### src/source/memPkg.sv
package memPkg;

    localparam int SRAM_DEPTH = 1024;
    localparam int SRAM_AW = $clog2(SRAM_DEPTH);
    localparam int EXT_DEPTH = 4096;
    localparam int EXT_AW = $clog2(EXT_DEPTH);
    localparam int BURST_LEN = 16;
    localparam int WORD_BYTES = 4;

    typedef logic [29:0] wordAddr_t;
    typedef logic [31:0] word_t;
    typedef logic [WORD_BYTES-1:0] byteMask_t;
    typedef logic [SRAM_AW-1:0] sramAddr_t;
    typedef logic [31:0] extAddr_t;
    typedef logic [9:0] progress_t;
    typedef logic [7:0] char_t;

    // stores to this word become console characters
    localparam wordAddr_t CONSOLE_ADDR = 30'h3F800000;
    localparam byteMask_t CONSOLE_MASK = 4'b0001;
    localparam byteMask_t FULL_MASK = '1;

    // one port-0 access with active-low strobes
    typedef struct packed {
        logic ceN;
        logic weN;
        byteMask_t wm;
        wordAddr_t addr;
        word_t data;
    } memReq_t;

    typedef enum logic [1:0] {
        IDLE,
        LOAD,  // external memory into the SRAM
        STORE  // SRAM out to external memory
    } xferState_t;

endpackage

### src/source/memPortArbiter.sv
`timescale 1ns/1ps

module memPortArbiter import memPkg::*; (
    input logic clk,
    input logic rstN,
    input logic engineUsed,
    input memReq_t engineReq,
    input memReq_t coreReq,
    output memReq_t sramReq,
    output logic consoleValid,
    output char_t consoleChar
);

    logic coreInRange;
    logic consoleHit;

    assign coreInRange = coreReq.addr < SRAM_DEPTH;

    // the console snoops core stores whoever owns the port
    assign consoleHit = !coreReq.ceN && !coreReq.weN
        && coreReq.wm == CONSOLE_MASK && coreReq.addr == CONSOLE_ADDR;

    always_comb begin
        if (engineUsed) begin
            sramReq = engineReq;  // core traffic is dropped without a stall
        end else begin
            sramReq = coreReq;
            if (!coreInRange) begin
                sramReq.ceN = 1'b1;  // out of range stores vanish
            end
        end
    end

    always_ff @(posedge clk) begin
        if (!rstN) begin
            consoleValid <= 1'b0;
        end else begin
            consoleValid <= consoleHit;
        end
    end

    always_ff @(posedge clk) begin
        if (consoleHit) begin
            consoleChar <= coreReq.data[7:0];
        end
    end

endmodule

### config.mk
export PLATFORM = sky130hd
export DESIGN_NAME = memPortArbiter
export DESIGN_NICKNAME = d
export VERILOG_FILES = /design/src/source/memPkg.sv /design/src/source/memPortArbiter.sv
export SDC_FILE = /design/constraint.sdc
export NUM_CORES = 1
export LEC_CHECK = 0
export ABC_AREA = 1
export BUFFER_PORTS_ARGS = -buffer_cell sky130_fd_sc_hd__clkbuf_2
export CAP_MARGIN = 10
export CELL_PAD_IN_SITES_DETAIL_PLACEMENT = 1
export CELL_PAD_IN_SITES_GLOBAL_PLACEMENT = 2
export CORE_MARGIN = 3
export CORE_UTILIZATION = 10
export CTS_BUF_LIST = sky130_fd_sc_hd__clkbuf_8 sky130_fd_sc_hd__clkbuf_16
export DETAILED_ROUTE_END_ITERATION = 7
export PLACE_DENSITY_LB_ADDON = 0.1
export SLEW_MARGIN = 20
export SYNTH_ARGS = -nofsm -noshare
export SYNTH_HDL_FRONTEND = slang
export SYNTH_SLANG_ARGS = --single-unit
### constraint.sdc
create_clock -name clk -period 1.5 [get_ports clk]
set_input_delay 0.075 -clock clk [delete_from_list [all_inputs] [get_ports clk]]
set_output_delay 0.075 -clock clk [all_outputs]
set_load 0.02 [all_outputs]
==> impl_metrics.toml, run 1 <==
[grt]
grt_use_total = 0.108
grt_pass1_vias = 2539
grt_pass1_wl_um = 12700
grt_overflow_total = 0
grt_antenna_before_repair = 0
grt_start_max_net_pins = 53

[critical_path]
path_delay_family = "buffers and inverters"
critPathKind = "in -> out"
cp-end-kind = "output port"
cp_data_arrival_time_ns = 0.96
cp-start-kind = "input port"
cp_data_required_time_ns = 1.42
cp_slowest_stage_delay_ns = 0.28
worst-path-buf-inv = 4
path_cells = "clkbuf_2, inv_2, buf_4, nand2_1, nand2_1, clkbuf_2"
crit_slowest_cell = "buf_4"
critical_path.max_fanout = 20

[logic_synthesis]
ys_seq_area_frac = 0.200
async_flop_share = 0
syn_inst = 272
yosysTopAreaCellShare = 0.561
yosys.cell_types.count = 16
yosysWarnings = 0
synth_ff_type = "edfxtp_1"
synth_edf_count = 8
syn_avg_cell_area_um2 = 4.79
synth.most_common_cell = "nand2_1"
synth_top_area_cell = "nand2_1"
synth_area_leaders = "nand2_1 (56%), edfxtp_1 (18%), nor2_1 (6.3%)"
synthTopCellsByCount = "nand2_1 (195), nor2_1 (22), inv_1 (14)"
syn_area_um2 = 1300
ys_ff_latch = 9
synth_fp_nets = 411

[placed_design]
placement.io_buffers = 215
post-place-ws_ns = 0.181
gp_congestion = 0.675
dp.cells = 650
dpl.hpwl_um = 7040

[clock_tree]
ctsResizeCount = 0
h-tree-depth = 1
clock-root-buffer = "clkbuf_16"
clockBufferDepth = 2
numClockSinks = 9
cts_made_buffers = 3
hold_buffers = 0
tritoncts = "done"
cts.clk_slew.worst_paths_ns = 0.04
post-cts-setup-buffers = 0

[cells_and_area]
insertedDiodeCount = 0
stdcell_count = 654
drive_above_1_share = 0.465
regArea_um2 = 260
multi_input_area_um2 = 906
fillers = 1709
syn_to_final_growth_pct = 104
final_nets = 622

[sta]
hold_violations = 0
rsz0062_at_grt = "false"
fin_crit_ns = 1.04
min_period_over_period = 0.692
drv_slew = 0
max_slew.worst_pin.slew_ns = 0.241
final-setup-viol-count = 0
slew_headroom = 0.839
finalSetupTns_ns = 0
max_freq_mhz = 964
setup_ws_ns = 0.462

[route]
drtIter0Drc = 65
via_per_inst = 3.59
first_pass_iters = 4
vias = 2349
final_antenna_net_count = 0
route.detailed.drc = 0
wl_um = 8260
routedWlPerCell_um = 12.6

[floorplan]
die_w_um = 120
placementRows = 41
core-area_um2 = 12700
die_y_um = 120
io_pins = 216
start_util = 0.103
dieArea_um2 = 14400

[min_path]
hp-class = "in -> reg"

[power_and_ir_drop]
ir_worst_vdd_uv = 265
p_per_area_nw_per_um2 = 565
power_leakage_nw = 1.74

[status]
status = "complete, no violations"

[flow_run]
cap_violations = 0
## final timing paths
path / startpoint / end / cells past startpoint
max: engineUsed / sramReq[23] / 6
min: coreReq[2] / consoleChar[2]$_DFFE_PP_ / 1
## through the flow
stage | utilization | area [um^2] | hold slack (ns) | total power, mW
2_1_floorplan | - | 1300 | 0.174 | 0.671
3_3_place_gp | 0.203 | 2580 | 0.271 | 1.06
6_report | 0.210 | 2660 | 0.0349 | 1.50
5_1_grt | 0.210 | 2660 | 0.0306 | 1.62
3_5_place_dp | 0.203 | 2580 | 0.275 | 1.06
4_1_cts | 0.210 | 2660 | 0.0308 | 1.53
## routing by layer
layer	track usage	vias up	part of all wire
met4	0.0286	0	0.018
met1	0.125	1005	0.38
met5	0	-	0
li1	-	1233	-
met2	0.202	103	0.52
met3	0.0225	8	0.081
## cells by family after synthesis
group / synth area share
AND/OR/NAND/NOR: 0.658
buffers and inverters: 0.106
flip-flops: 0.200
AO/OA/AOI/OAI: 0.0365
## registers in the layout, indices dropped and copies added, names as in the netlist
signal / cells
consoleValid: 1
consoleChar: 8
## cell type report
type,instances,share of cell area
Clock buffer,3,0.0283
Clock inverter,1,0.00141
Multi-Input combinational cell,234,0.341
Tap cell,172,0.0811
Sequential cell,9,0.0980
Timing Repair Buffer,220,0.429
Inverter,15,0.0212
## cells in the final DEF (no fill, tap or decap)
cell	n
or2_1	2
buf_12	2
o21ai_0	8
nand4_1	1
inv_2	1
o21a_1	1
buf_4	3
nand2_1	195
clkbuf_2	215
nor3_1	1
dfxtp_1	1
edfxtp_1	8
inv_1	15
clkbuf_16	3
nand3_1	4
nor2_1	22
## report_power, final
part           total, mW  leakage (nW)    switching (mW)  internal (mW)
logic              0.765          1.62             0.461          0.304
clock network      0.462        0.0423             0.114          0.348
registers          0.274        0.0799  0.00000000000306          0.274
Note: power is estimated with default switching activity, not from simulation.
==> inputs of run 2 (changes only) <==
==> constraint.sdc (replaced) <==
create_clock -name clk -period 0.83 [get_ports clk]
set_input_delay 0.0415 -clock clk [delete_from_list [all_inputs] [get_ports clk]]
set_output_delay 0.0415 -clock clk [all_outputs]
set_load 0.02 [all_outputs]
==> impl_metrics.toml, run 2 (synthesized netlist as in run 1, its figures left out) <==
[power_and_ir_drop]
seq_power_share = 0.126
p_sw_frac = 0.359
p_per_area_nw_per_um2 = 853
switchingPower_mw = 1.41
p_total_mw = 3.92
p_clk_frac = 0.209
p_comb_frac = 0.665
ir_worst_vdd_uv = 512
power_leakage_nw = 2.47
p_int_mw = 2.51

[min_path]
hp-class = "in -> reg"

[floorplan]
dieArea_um2 = 14400
die_w_um = 120
io_pins = 216
core-area_um2 = 12700
start_util = 0.103
placementRows = 41
die_y_um = 120

[grt]
grt_pass1_wl_um = 14400
grt_overflow_total = 0
grt_use_total = 0.125
grt_start_max_net_pins = 17
grt_antenna_before_repair = 0
grt_pass1_vias = 2830

[sta]
rsz0062_at_grt = "true"
hold_violations = 0
max_slew.worst_pin.slew_ns = 0.249
finalSetupTns_ns = -3.23
final-setup-viol-count = 68
min_period_over_period = 1.11
drv_slew = 0
fin_crit_ns = 0.919
max_freq_mhz = 1090
slew_headroom = 0.833
setup_ws_ns = -0.0891

[route]
route.detailed.drc = 0
drtIter0Drc = 30
first_pass_iters = 2
wl_um = 10200
vias = 2644
via_per_inst = 3.80
final_antenna_net_count = 0
routedWlPerCell_um = 14.6

[cells_and_area]
post-route-util = 0.363
most-common-layout-cells = "clkbuf_2 (135), nand2_1 (91), nand2_2 (65)"
regArea_um2 = 260
final_nets = 664
fillers = 1559
largest-register = "consoleChar"
multi_input_area_um2 = 1510
drive_above_1_share = 0.761
largest_reg_flops = 8
syn_to_final_growth_pct = 252
mostFrequentLayoutCell = "clkbuf_2"
reg_top3 = "consoleChar (8), consoleValid (1)"
insertedDiodeCount = 0

[status]
failed_checks = "setup timing"
status = "finished with violations"

[placed_design]
dpl.hpwl_um = 7250
gp_congestion = 0.670
placement.io_buffers = 215

[critical_path]
path_cells = "clkbuf_16, buf_12, clkinv_16, buf_12, buf_8, nand2_2, nand2_2, buf_8"
cp-start-kind = "input port"
cp_data_arrival_time_ns = 0.88
cp_slowest_stage_delay_ns = 0.13
critPathKind = "in -> out"
cp_data_required_time_ns = 0.79
cp-end-kind = "output port"
critical_path.max_fanout = 7
crit_slowest_cell = "buf_12"

[clock_tree]
cts.clk_slew.worst_paths_ns = 0.04
clock-root-buffer = "clkbuf_16"
clockBufferDepth = 2
tritoncts = "done"
cts_made_buffers = 3
h-tree-depth = 1
numClockSinks = 9

[flow_run]
cap_violations = 0
==> run 2: area by class of cell <==
cell class,count,share of cell area
inverters,15,0.0185
well taps,172,0.0468
repair buffers,262,0.531
flip-flops and latches,9,0.0566
multi-input cells,234,0.330
clock inverters,1,0.000817
clock buffers,3,0.0163
==> run 2: timing repair <==
action,4_1_cts,5_1_grt
gates cloned,8,4
hold buffers,0,0
pin swaps,33,57
resized for setup,159,272
setup endpoints to repair,75,75
buffers inserted,10,1
==> run 2: per-stage QoR <==
stage | instances | hold slack (ns) | area [um^2] | worst slack (ns)
2_1_floorplan | 272 | 0.140 | 1330 | -0.0979
3_3_place_gp | 670 | 0.239 | 2790 | -0.483
3_5_place_dp | 670 | 0.242 | 2790 | -0.542
4_1_cts | 691 | 0.00492 | 3740 | -0.165
5_1_grt | 696 | 0.00600 | 4590 | -0.146
6_report | 696 | 0.00667 | 4590 | -0.0891
==> run 2: layer usage <==
layer  wire (um)  track usage  part of all wire  vias up
li1            -            -                 -     1324
met5           0            0                 0        -
met2        5770        0.244              0.57      101
met1        3650        0.141              0.36     1217
met3         720       0.0262             0.071        2
met4          29       0.0150            0.0029        0
==> run 2: worst paths after layout <==
kind,to,from,cells past startpoint
setup / recovery,sramReq[53],engineUsed,8
hold / removal,consoleChar[0]$_DFFE_PP_,coreReq[0],1
==> run 2: power groups by stage <==
stage / clock network, mW / logic (mW) / registers (mW)
after CTS: 0.838 / 2.09 / 0.495
after detailed placement: 0 / 1.52 / 0.502
after floorplan: 0 / 0.713 / 0.502
after global placement: 0 / 1.51 / 0.502
final: 0.817 / 2.61 / 0.495
after global routing: 0.863 / 2.80 / 0.494
==> run 2: worst max-delay path, delay by kind of cell <==
kind | cells | cell delay, ns
buffers and inverters | 6 | 0.71
AND/OR/NAND/NOR | 2 | 0.12
==> inputs of run 3 (changes only) <==
--- a/config.mk
+++ b/config.mk
@@ -9,9 +9,9 @@
 export BUFFER_PORTS_ARGS = -buffer_cell sky130_fd_sc_hd__clkbuf_2
 export CAP_MARGIN = 10
 export CELL_PAD_IN_SITES_DETAIL_PLACEMENT = 1
-export CELL_PAD_IN_SITES_GLOBAL_PLACEMENT = 2
+export CELL_PAD_IN_SITES_GLOBAL_PLACEMENT = 1
 export CORE_MARGIN = 3
-export CORE_UTILIZATION = 10
+export CORE_UTILIZATION = 13
 export CTS_BUF_LIST = sky130_fd_sc_hd__clkbuf_8 sky130_fd_sc_hd__clkbuf_16
 export DETAILED_ROUTE_END_ITERATION = 7
 export PLACE_DENSITY_LB_ADDON = 0.1
==> impl_metrics.toml, run 3 (synthesized netlist as in run 1, its figures left out) <==
[status]
status = "finished with violations"
failed_checks = "setup timing"

[grt]
grt_overflow_total = 0
grt_pass1_vias = 2698
grt_antenna_before_repair = 0
grt_pass1_wl_um = 13000
grt_start_max_net_pins = 23
grt_use_total = 0.142

[critical_path]
critPathKind = "in -> out"
cp_data_arrival_time_ns = 0.86
cp-end-kind = "output port"
critical_path.max_fanout = 7
crit_slowest_cell = "or2_4"
path_delay_family = "simple AND/OR/NAND/NOR gates"
path_cells = "clkbuf_16, or2_4, nor2_1, nand3_1, nand2_1, inv_2, buf_8"
worst-path-buf-inv = 3
cp_slowest_stage_delay_ns = 0.24
cp_data_required_time_ns = 0.79
cp-start-kind = "input port"

[route]
first_pass_iters = 4
final_antenna_net_count = 0
drtIter0Drc = 67
route.detailed.drc = 0
routedWlPerCell_um = 13.3
vias = 2548
wl_um = 8570
via_per_inst = 3.97

[placed_design]
gp_congestion = 0.740
dpl.hpwl_um = 6960
dpl_cell_area_um2 = 2710
dp.cells = 626
placement.io_buffers = 215

[sta]
setup_ws_ns = -0.0760
fin_crit_ns = 0.906
final-setup-viol-count = 10
max_slew.worst_pin.slew_ns = 0.237
max_freq_mhz = 1100
min_period_over_period = 1.09
hold_violations = 0
rsz0062_at_grt = "true"
slew_headroom = 0.841
drv_slew = 0

[cells_and_area]
largest-register = "consoleChar"
finish.instance_area_um2 = 3490
syn_to_final_growth_pct = 168
largest_reg_flops = 8
mostFrequentLayoutCell = "nand2_1"
final_nets = 653
drive_above_1_share = 0.583
most-common-layout-cells = "nand2_1 (184), clkbuf_2 (158), buf_4 (33)"
reg_top3 = "consoleChar (8), consoleValid (1)"
insertedDiodeCount = 0
stdcell_count = 642

[floorplan]
start_util = 0.137
io_pins = 216
dieArea_um2 = 11300
die_y_um = 106
placementRows = 35
die_w_um = 106
core-area_um2 = 9500

[flow_run]
cap_violations = 0

[clock_tree]
cts_made_buffers = 3
clock-root-buffer = "clkbuf_8"
tritoncts = "done"
h-tree-depth = 1
cts.clk_slew.worst_paths_ns = 0.04
hold_buffers = 0
numClockSinks = 9
clockBufferDepth = 2

[min_path]
whs_path_depth = 1
holdPathEnd = "consoleChar[6]$_DFFE_PP_"
hp-class = "in -> reg"
holdCritStartpoint = "coreReq[6]"

[power_and_ir_drop]
p_total_mw = 2.90
power_leakage_nw = 2.07
ir_worst_vdd_uv = 297
p_per_area_nw_per_um2 = 831
run 3: changes by cell type in the layout (fill, tap and decap cells not counted), moves of 6 or more:
cell       delta
buf_2         +7
clkbuf_2     +23
nand2_2      -54
buf_6        -11
clkbuf_8      -6
nand2_1      +93
buf_16        -7
nand2_4      -39
clkbuf_16     -6
buf_4         +9
buf_8        -21
run 3: metrics by stage:
stage	TNS [ns]	hold slack, ns	utilization	worst slack (ns)
after floorplan	-0.783	0.140	-	-0.0979
after global placement	-7.36	0.237	0.285	-0.476
after detailed placement	-8.85	0.238	0.285	-0.469
after CTS	-1.29	0.00436	0.338	-0.144
after global routing	-1.16	0.00138	0.367	-0.153
final	-0.373	0.00848	0.367	-0.0760
run 3: repair_timing:
| item | 4_1_cts | 5_1_grt |
|---|---|---|
| pin swaps | 11 | 32 |
| buffers inserted | 6 | 4 |
| gates resized for setup | 70 | 140 |
| gates cloned | 5 | 1 |
| hold endpoints to repair | 0 | 0 |
| endpoints found under the setup margin | 74 | 68 |
run 3: worst max-delay path by stage:
stage | depth (start not counted) | endpoint | start
after floorplan | 5 | consoleChar[0]$_DFFE_PP_ | coreReq[53]
after global placement | 6 | consoleChar[2]$_DFFE_PP_ | coreReq[34]
after detailed placement | 6 | consoleChar[5]$_DFFE_PP_ | coreReq[34]
after CTS | 6 | consoleChar[5]$_DFFE_PP_ | coreReq[46]
after global routing | 9 | sramReq[67] | coreReq[59]
final | 7 | sramReq[67] | engineUsed
run 3: per-layer routing:
metal	part of all wire	vias up	GRT usage	wire, um
li1	-	1302	-	-
met1	0.35	1120	0.157	3010
met2	0.55	114	0.275	4700
met3	0.077	12	0.0273	663
met4	0.023	0	0.0342	199
met5	0	-	0	0
run 3: final cells by class:
cell class	count	area [um^2]
fillers	1254	6010
repair buffers	251	1860
multi-input cells	234	1090
flip-flops and latches	9	260
well taps	129	161
inverters	15	68.8
clock buffers	3	41.3
clock inverters	1	3.75
run 3: power breakdown:
| group | internal [mW] | total [mW] | switching (mW) |
|---|---|---|---|
| logic | 0.966 | 1.93 | 0.964 |
| registers | 0.494 | 0.494 | 0.00000000000630 |
| clock network | 0.320 | 0.472 | 0.152 |
