[src/source/memPkg.sv]
package memPkg;

    localparam int SRAM_DEPTH = 1024;
    localparam int SRAM_AW = $clog2(SRAM_DEPTH);
    localparam int EXT_DEPTH = 4096;
    localparam int EXT_AW = $clog2(EXT_DEPTH);
    localparam int BURST_LEN = 16;
    localparam int WORD_BYTES = 4;

    typedef logic [29:0] wordAddr_t;
    typedef logic [31:0] word_t;
    typedef logic [WORD_BYTES-1:0] byteMask_t;
    typedef logic [SRAM_AW-1:0] sramAddr_t;
    typedef logic [31:0] extAddr_t;
    typedef logic [9:0] progress_t;
    typedef logic [7:0] char_t;

    // stores to this word become console characters
    localparam wordAddr_t CONSOLE_ADDR = 30'h3F800000;
    localparam byteMask_t CONSOLE_MASK = 4'b0001;
    localparam byteMask_t FULL_MASK = '1;

    // one port-0 access with active-low strobes
    typedef struct packed {
        logic ceN;
        logic weN;
        byteMask_t wm;
        wordAddr_t addr;
        word_t data;
    } memReq_t;

    typedef enum logic [1:0] {
        IDLE,
        LOAD,  // external memory into the SRAM
        STORE  // SRAM out to external memory
    } xferState_t;

endpackage

[src/source/transferEngine.sv]
`timescale 1ns/1ps

module transferEngine import memPkg::*; (
    input logic clk,
    input logic rstN,
    input logic xferCeN,
    input logic xferWeN,
    input sramAddr_t xferSramAddr,
    input extAddr_t xferExtAddr,
    input word_t sramRdata,
    input word_t extRdata,
    output memReq_t engineReq,
    output logic engineUsed,
    output logic busy,
    output progress_t progress,
    output logic extCeN,
    output logic extWeN,
    output extAddr_t extAddr,
    output word_t extWdata
);

    xferState_t state;
    logic [$clog2(BURST_LEN):0] rdCnt;  // words read so far in this burst
    sramAddr_t rdSram;
    extAddr_t rdExt;
    logic wrValid;  // a word read last cycle is written this cycle
    sramAddr_t wrSram;
    extAddr_t wrExt;
    logic active;
    logic rdActive;

    assign active = state != IDLE;
    assign rdActive = active && (rdCnt < BURST_LEN);
    assign busy = active;
    assign engineUsed = active;  // the engine owns port 0 for the whole burst

    always_ff @(posedge clk) begin
        if (!rstN) begin
            state <= IDLE;
            rdCnt <= '0;
            wrValid <= 1'b0;
            progress <= '0;
        end else if (state == IDLE) begin
            wrValid <= 1'b0;
            if (!xferCeN) begin
                state <= xferWeN ? STORE : LOAD;
                rdCnt <= '0;
                progress <= '0;
            end
        end else begin
            wrValid <= rdActive;
            if (rdActive) begin
                rdCnt <= rdCnt + 1'b1;
            end
            if (wrValid) begin
                progress <= progress + 1'b1;
            end
            if (!rdActive) begin
                state <= IDLE;  // only the last write was left in flight
            end
        end
    end

    // addresses advance by one word per read and wrap at the memory sizes
    always_ff @(posedge clk) begin
        if (state == IDLE && !xferCeN) begin
            rdSram <= xferSramAddr;
            rdExt <= xferExtAddr;
        end else if (rdActive) begin
            rdSram <= rdSram + 1'b1;
            rdExt <= rdExt + 1'b1;
        end
        wrSram <= rdSram;
        wrExt <= rdExt;
    end

    always_comb begin
        engineReq.ceN = 1'b1;
        engineReq.weN = 1'b1;
        engineReq.wm = FULL_MASK;
        engineReq.addr = wordAddr_t'(rdSram);
        engineReq.data = extRdata;
        extCeN = 1'b1;
        extWeN = 1'b1;
        extAddr = rdExt;
        extWdata = sramRdata;

        if (state == LOAD) begin
            extCeN = !rdActive;
            engineReq.ceN = !wrValid;
            engineReq.weN = !wrValid;
            engineReq.addr = wordAddr_t'(wrSram);
        end else if (state == STORE) begin
            engineReq.ceN = !rdActive;  // SRAM read on port 0
            extCeN = !wrValid;
            extWeN = !wrValid;
            extAddr = wrExt;
        end
    end

endmodule

[config.mk]
export PLATFORM = sky130hd
export DESIGN_NAME = transferEngine
export DESIGN_NICKNAME = d
export VERILOG_FILES = /design/src/source/memPkg.sv /design/src/source/transferEngine.sv
export SDC_FILE = /design/constraint.sdc
export NUM_CORES = 1
export LEC_CHECK = 0
export BUFFER_PORTS_ARGS = -buffer_cell sky130_fd_sc_hd__buf_2
export CAP_MARGIN = 5
export CORE_ASPECT_RATIO = 2
export CORE_UTILIZATION = 43
export DETAILED_ROUTE_END_ITERATION = 10
export PLACE_DENSITY = 0.78
export SETUP_SLACK_MARGIN = 0.15
export SYNTH_ARGS = -nofsm -noshare
export SYNTH_HDL_FRONTEND = slang
export SYNTH_SLANG_ARGS = --single-unit
[constraint.sdc]
create_clock -name clk -period 2 [get_ports clk]
set_input_delay 0 -clock clk [delete_from_list [all_inputs] [get_ports clk]]
set_output_delay 0 -clock clk [all_outputs]
set_load 0.02 [all_outputs]
==> results of run 1 <==
-- worst max-delay path: cells and delay by family (launching register included) --
kind / cells / cell delay, ns
compound gates: 1 / 0.18
flops: 1 / 0.38
simple gates: 3 / 1.15
-- report_power, final --
group | internal, µW | total (µW) | switching [µW]
logic | 816 | 1860 | 1050
clock network | 1010 | 1810 | 799
registers | 2580 | 2800 | 223
-- sequential cells by signal, indices dropped and copies added, names as in the netlist --
signal / flops
wrSram: 10
wrExt: 32
wrValid: 1
rdCnt: 5
rdSram: 10
progress: 10
rdExt: 32
state: 2
-- cell families after synthesis --
family          count (synthesis)
xor+xnor                       23
other cells                     2
fa+ha+maj                       4
flops                         102
mux                            41
buf+inv                       125
simple gates                  177
compound gates                 90
-- synth_stat cells (all sizes together), types with 10 or more instances --
cell type  number
xnor2          12
buf            98
o21ai          33
clkbuf         19
xor2           11
o31ai          10
dfxtp          60
edfxtp         42
nand4          20
nand2          52
mux2           40
nand3          16
nor2           33
a31oi          14
-- path summary, 6_finish.rpt --
check	start	endpoint	slack [ns]	depth (start not counted)
min reg2reg	rdSram[8]$_DFFE_PP_	wrSram[8]$_DFF_P_	0.43	0
min	sramRdata[16]	extWdata[16]	0.000008	0
max reg2reg	rdExt[16]$_DFFE_PP_	rdExt[23]$_DFFE_PP_	0.13	4
max	rdExt[16]$_DFFE_PP_	rdExt[23]$_DFFE_PP_	0.13	4
-- routing by layer --
metal	GRT usage [%]	share of wire, %
met5	0	0
met4	18.98	7.0
met3	4.831	6.0
met2	40.72	55
met1	21.01	32
-- what timing repair did --
| item | in CTS | in global routing |
|---|---|---|
| pin swaps | 3 | 13 |
| gates resized for setup | 12 | 11 |
| setup buffers | 16 | 13 |
| hold buffers | 28 | 1 |
| setup endpoints to repair | 51 | 53 |
| cloned | 0 | 3 |
| endpoints found under the hold margin | 29 | 1 |
-- final cells by class --
cell class / count / area (µm²)
clock buffer: 10 / 239.0
inverter: 8 / 33.78
timing repair buffer: 200 / 1398
tap: 150 / 187.7
fill: 1074 / 5702
clock inverter: 6 / 68.82
multi-input combinational: 359 / 2386
sequential: 102 / 2467
-- per-stage QoR --
step                      area, µm²  setup WS [ns]
final                          6780         0.1296
after detailed placement       5809        0.03469
after global placement         5809         0.1188
after floorplan                5605         0.1271
after CTS                      6563         0.1336
after global routing           6780        0.06218
==> flow_summary.ini, run 1 <==
[outcome]
status = finished, final reports clean

[sta]
setup_viol = 0
worstMarginPinSlew_ns = 0.5144
hold_viol_final = 0
rsz0062_at_grt = yes
fin_crit_sh_pct = 93.52
fmax_ghz = 0.5347
drv_slew = 0
skew_ns = 0.008402
period_needed_ns = 1.870
final.setup.tns_ns = 0
slew_headroom_pct = 65.48
fin_hold_ws_ns = 0.000007745

[placement]
place_inst = 758
port_buffers = 103
dp_hpwl_um = 10590
place.gp.congestion = 0.8543

[logic_synthesis]
yosys-mux-area-fraction_pct = 8.385
yosys.area.top_type = edfxtp_1
syn_avg_cell_area_um2 = 9.737
synth_top_family_by_area = simple AND/OR/NAND/NOR gates
seq_area_frac_synth_pct = 44.84
synth_simple_gate_area_share_pct = 16.70
synthCells = 564
synth-adder-area-share_pct = 0.9114
synth_top_flop_cell = dfxtp_1
synth_compound_area_share_pct = 10.32
synth_area_leaders = edfxtp_1 (23%), dfxtp_1 (22%), buf_4 (12%)
synth_top_area_share_pct = 22.97
synth_seq_cells = 102
synth-edff-count = 42
synth_xor_area_share_pct = 3.668
yosysWarningCount = 0
asyncSetResetFlopFracSynth_pct = 0
netlist_area_mm2 = 0.005492
yosysUniqueCellTypes = 53

[worst_setup_path]
start_kind = flip-flop
slowest_delay_ns = 0.48
cpMaxStageDelayCell = or4_1
worst_ep_required_time_ns = 2.19
critical_path_class = reg -> reg
path_cells = nand4_1 -> or3_4 -> or4_1 -> a31oi_1
critPathArrivalTime_ns = 2.06
cp-end-kind = flip-flop
cp_max_fo = 7

[global_route]
grt_antenna_before_repair = 0
grt_pass1_vias = 4709
grt_overflow = 0
grt_use_total_pct = 22.86
grt_max_degree = 38
grt_pass1_wl_um = 22800

[cts]
clock_latency_ns = 0.34
cts_tree = built
numCtsBuffers = 9
clockRootBuffer = clkbuf_16
cts.htree.levels = 3
clk_pin_slew_ns = 0.07
clock-sinks = 102
cts_buffer_depth = 2

[cells_and_area]
final_cell_mix = buf_2 (103), buf_4 (59), dfxtp_1 (58)
post-route-util_pct = 54.32
layout.nets = 794
antennaDiodeCount = 0
final_common_cell = buf_2
layout-drive-gt1-share_pct = 37.08
syn2layout_area_growth_pct = 23.47
fin_cells = 835

[routing]
drc = 0
viasPerCell = 5.513
postRouteAntennaNets = 0
wl_um = 15570
drt_iter0_markers = 223
wl_per_cell_um = 18.64
dr.pass1.iters = 5
vias = 4603

[power_and_ir_drop]
p_leak_uw = 0.002724
power_uw = 6479
peakVddDrop_uv = 579.9
cellPowerDensity_mw_per_mm2 = 955.6

[floorplan]
ios = 256
rows = 58
die_w_um = 81.91
core_mm2 = 0.01248
initial_core_util_pct = 44.00
dieArea_mm2 = 0.01325
die_h_um = 161.8

[hold_path]
hp-class = in -> out

[flow_run]
max_cap_violations = 0
Power figures use the tool's default switching activity.
==> inputs of run 2 (changes only) <==
- CELL_PAD_IN_SITES_DETAIL_PLACEMENT: unset -> 0
- CELL_PAD_IN_SITES_GLOBAL_PLACEMENT: unset -> 1
- CORE_UTILIZATION: 43 -> 31
- CTS_BUF_LIST: unset -> sky130_fd_sc_hd__clkbuf_8 sky130_fd_sc_hd__clkbuf_16
- PLACE_DENSITY: 0.78 -> unset
- PLACE_DENSITY_LB_ADDON: unset -> 0.1
==> flow_summary.ini, run 2 (synthesis results as in run 1) <==
[floorplan]
core_mm2 = 0.01727
dieArea_mm2 = 0.01828
rows = 68
die_w_um = 96.12
die_h_um = 190.2
ios = 256
initial_core_util_pct = 31.80

[sta]
fin_ws_ns = 0.1287
fmax_ghz = 0.5344
fin_crit_sh_pct = 93.57
hold_viol_final = 0
slew_headroom_pct = 64.36
skew_ns = 0.008535
drv_slew = 0
rsz0062_at_grt = yes
setup_viol = 0
final.setup.tns_ns = 0
period_needed_ns = 1.871
worstMarginPinSlew_ns = 0.5311

[cts]
numCtsBuffers = 9
clockRootBuffer = clkbuf_16
clk_pin_slew_ns = 0.08
cts_buffer_depth = 2
cts_tree = built
cts.htree.levels = 3
clock_latency_ns = 0.35
clock-sinks = 102

[global_route]
grt_max_degree = 43
grt_overflow = 0
grt_pass1_vias = 4458
grt_pass1_wl_um = 23830
grt_use_total_pct = 17.51
grt_antenna_before_repair = 0

[routing]
dr.pass1.iters = 4
wl_per_cell_um = 17.98
postRouteAntennaNets = 0
drt_iter0_markers = 103
viasPerCell = 4.975
drc = 0
wl_um = 16330
vias = 4517

[power_and_ir_drop]
power_uw = 6513
p_leak_uw = 0.002896
cellPowerDensity_mw_per_mm2 = 909.9
peakVddDrop_uv = 434.7

[outcome]
status = finished, final reports clean

[cells_and_area]
syn2layout_area_growth_pct = 30.35
final_cell_mix = buf_2 (85), buf_4 (61), dfxtp_1 (58)
antennaDiodeCount = 0
multi_input_area_mm2 = 0.002442
post-route-util_pct = 41.44
top_regs = rdExt x32, wrExt x32
regArea_mm2 = 0.002467
postLayoutCellArea_mm2 = 0.007158
layout.nets = 807
nFillCells = 1751
final_common_cell = buf_2
layout-drive-gt1-share_pct = 36.68

[placement]
port_buffers = 103
dp_hpwl_um = 10570
place_ws_ns = -0.05584
placed_area_mm2 = 0.005942
place.gp.congestion = 0.8000

[worst_setup_path]
worst_ep_required_time_ns = 2.19
start_kind = flip-flop
critical_path_class = reg -> reg
critPathArrivalTime_ns = 2.06
cp_max_fo = 6
cp-end-kind = flip-flop

[hold_path]
hp-class = in -> out

[flow_run]
max_cap_violations = 0
[run 2: area by class of cell]
type / instances / share of cell area, %
clock buffer: 9 / 3.146
sequential: 102 / 34.47
clock inverter: 7 / 0.4719
inverter: 8 / 0.4719
tap: 210 / 3.671
multi-input combinational: 361 / 34.12
timing repair buffer: 211 / 23.65
[run 2: metal layers]
layer / global-route usage (%) / up-vias / routed length (µm)
li1: - / 2171 / -
met1: 17.61 / 2182 / 5947
met2: 33.88 / 124 / 9358
met3: 3.070 / 40 / 621
met4: 7.003 / 0 / 399
met5: 0 / - / 0
[run 2: where the power goes]
part           leakage (µW)  internal, µW  switching (µW)
combinational       0.00184           994            1080
sequential         0.000915          2580             214
clock              0.000137           827             815
[run 2: final timing paths]
| kind | startpoint | endpoint | slack, ns | depth (start not counted) |
|---|---|---|---|---|
| max | rdExt[1]$_DFFE_PP_ | rdExt[18]$_DFFE_PP_ | 0.13 | 5 |
| min | sramRdata[29] | extWdata[29] | 0.000007 | 0 |
| max reg2reg | rdExt[1]$_DFFE_PP_ | rdExt[18]$_DFFE_PP_ | 0.13 | 5 |
| min reg2reg | rdSram[8]$_DFFE_PP_ | wrSram[8]$_DFF_P_ | 0.42 | 0 |
[run 2: repair_timing]
item | 4_1_cts | 5_1_grt
hold buffers | 31 | 0
setup endpoints to repair | 50 | 44
endpoints found under the hold margin | 32 | 0
pin swaps | 2 | 14
gates resized for setup | 13 | 60
buffers inserted | 19 | 11
gates cloned | 3 | 4
[run 2: stage by stage]
step	hold WS (ns)	cells
final	0.000006844	908
after global routing	0.00002925	908
after CTS	0.0001367	893
after detailed placement	0.0001367	824
after global placement	0.0001367	824
after floorplan	0.1126	586
[run 2: critical path: stages (launching register included)]
cell,delay (ns)
edfxtp_1,0.45
ha_4,0.19
nand3_4,0.07
or3_4,0.39
or4_1,0.40
a31oi_1,0.20
==> inputs of run 3 (changes only) <==
- RECOVER_POWER: unset -> 50
==> flow_summary.ini, run 3 (synthesis results as in run 1) <==
[cts]
clk_pin_slew_ns = 0.08
clock-sinks = 102
clock_latency_ns = 0.35
cts_buffer_depth = 2
clockRootBuffer = clkbuf_16
cts_tree = built
numCtsBuffers = 9
cts.htree.levels = 3

[cells_and_area]
top_regs = rdExt x32, wrExt x32
nFillCells = 1770
final_cell_mix = buf_2 (73), dfxtp_1 (60), nand2_1 (52)
antennaDiodeCount = 0
post-route-util_pct = 40.83
syn2layout_area_growth_pct = 28.41
layout-drive-gt1-share_pct = 31.52
layout.nets = 807
final_common_cell = buf_2
fin_cells = 908

[flow_run]
max_cap_violations = 0

[power_and_ir_drop]
clkPwrFrac_pct = 25.5
p_sw_uw = 2103
sw_frac_of_total_pct = 32.67
p_seq_share_pct = 43.4
p_leak_uw = 0.002765
combPwrFrac_pct = 31.2
cellPowerDensity_mw_per_mm2 = 912.9
peakVddDrop_uv = 428.8
p_int_uw = 4334

[sta]
fmax_ghz = 0.5350
drv_slew = 0
period_needed_ns = 1.869
rsz0062_at_grt = yes
fin_crit_sh_pct = 93.46
worstMarginPinSlew_ns = 0.5393
setup_viol = 0
hold_viol_final = 0
slew_headroom_pct = 63.81
skew_ns = 0.009516

[placement]
port_buffers = 103
place.gp.congestion = 0.8000
dp_hpwl_um = 10570
place_inst = 824

[outcome]
status = finished, final reports clean

[routing]
drt_iter0_markers = 137
vias = 4481
drc = 0
viasPerCell = 4.935
postRouteAntennaNets = 0
wl_per_cell_um = 17.97
dr.pass1.iters = 4
wl_um = 16320

[worst_setup_path]
r2r_cells = 6
start_kind = flip-flop
critical_path_class = reg -> reg
worst_ep_required_time_ns = 2.20
cp_max_fo = 7
cp-end-kind = flip-flop
critPathArrivalTime_ns = 2.07

[floorplan]
die_h_um = 190.2
ios = 256
initial_core_util_pct = 31.80
dieArea_mm2 = 0.01828
die_w_um = 96.12
core_mm2 = 0.01727
rows = 68

[hold_path]
hp-class = in -> out
worstHoldPathCells = 0

[global_route]
grt_antenna_before_repair = 0
grt_use_total_pct = 17.51
grt_pass1_wl_um = 23830
grt_pass1_vias = 4458
grt_max_degree = 43
grt_overflow = 0
==> run 3: cell count changes in the layout (fill, tap and decap cells not counted) <==
cell	change
clkbuf_1	+33
buf_4	-22
buf_2	-12
dfxtp_1	+2
clkbuf_4	+1
dfxtp_2	-1
dfxtp_4	-1
nor2_1	+1
nor2_4	-1
==> run 3: routing by layer <==
metal,wire [µm],GRT usage [%],vias up
met4,366,7.003,0
met2,9398,33.88,122
li1,-,-,2173
met1,5970,17.61,2147
met3,585,3.070,39
met5,0,0,-
==> run 3: path summary, 6_finish.rpt <==
kind / slack (ns) / to / startpoint
setup / recovery: 0.13 / rdExt[19]$_DFFE_PP_ / rdExt[9]$_DFFE_PP_
hold / removal: 0.000007 / extWdata[29] / sramRdata[29]
setup reg to reg: 0.13 / rdExt[19]$_DFFE_PP_ / rdExt[9]$_DFFE_PP_
hold reg to reg: 0.42 / wrSram[8]$_DFF_P_ / rdSram[8]$_DFFE_PP_
==> run 3: cell type report <==
cell class                 count  area, µm²  area share (%)
clock buffer                   9      225.2           3.194
clock inverter                 7      33.78          0.4791
inverter                       8      33.78          0.4791
multi-input combinational    361       2435           34.53
sequential                   102       2462           34.92
tap                          210      262.8           3.726
timing repair buffer         211       1599           22.68
==> run 3: power by group through the flow <==
stage	combinational [µW]	sequential, µW	clock, µW
after floorplan	1230	2820	0
after global placement	1660	2820	0
after detailed placement	1670	2840	0
after CTS	1880	2780	1690
after global routing	2180	2830	1770
final	2010	2790	1640
==> run 3: per-stage QoR <==
stage	setup WS, ns	setup TNS [ns]	area, µm²	hold slack, ns	total power, µW
CTS	0.1150	0	6802	0.0001367	6349
floorplan	0.1271	0	5605	0.1126	4051
detailed placement	-0.05584	-0.1358	5942	0.0001367	4503
global placement	-0.02718	-0.06065	5942	0.0001367	4482
global route	0.03251	0	7052	0.00002925	6779
finish	0.1308	0	7052	0.000006844	6437
==> run 3: timing repair <==
action	CTS	global route
setup endpoints to repair	50	44
setup buffers	19	11
hold buffers	31	0
gates resized for setup	13	60
endpoints found under the hold margin	32	0
cloned	3	4
pin swaps	2	14
==> run 3: critical path: stages, from the launching register on <==
cell and delay, ns:
edfxtp_1 0.37, buf_4 0.17, and3_1 0.19, buf_4 0.13, nand3_1 0.10, or4_2 0.55, a31oi_1 0.20
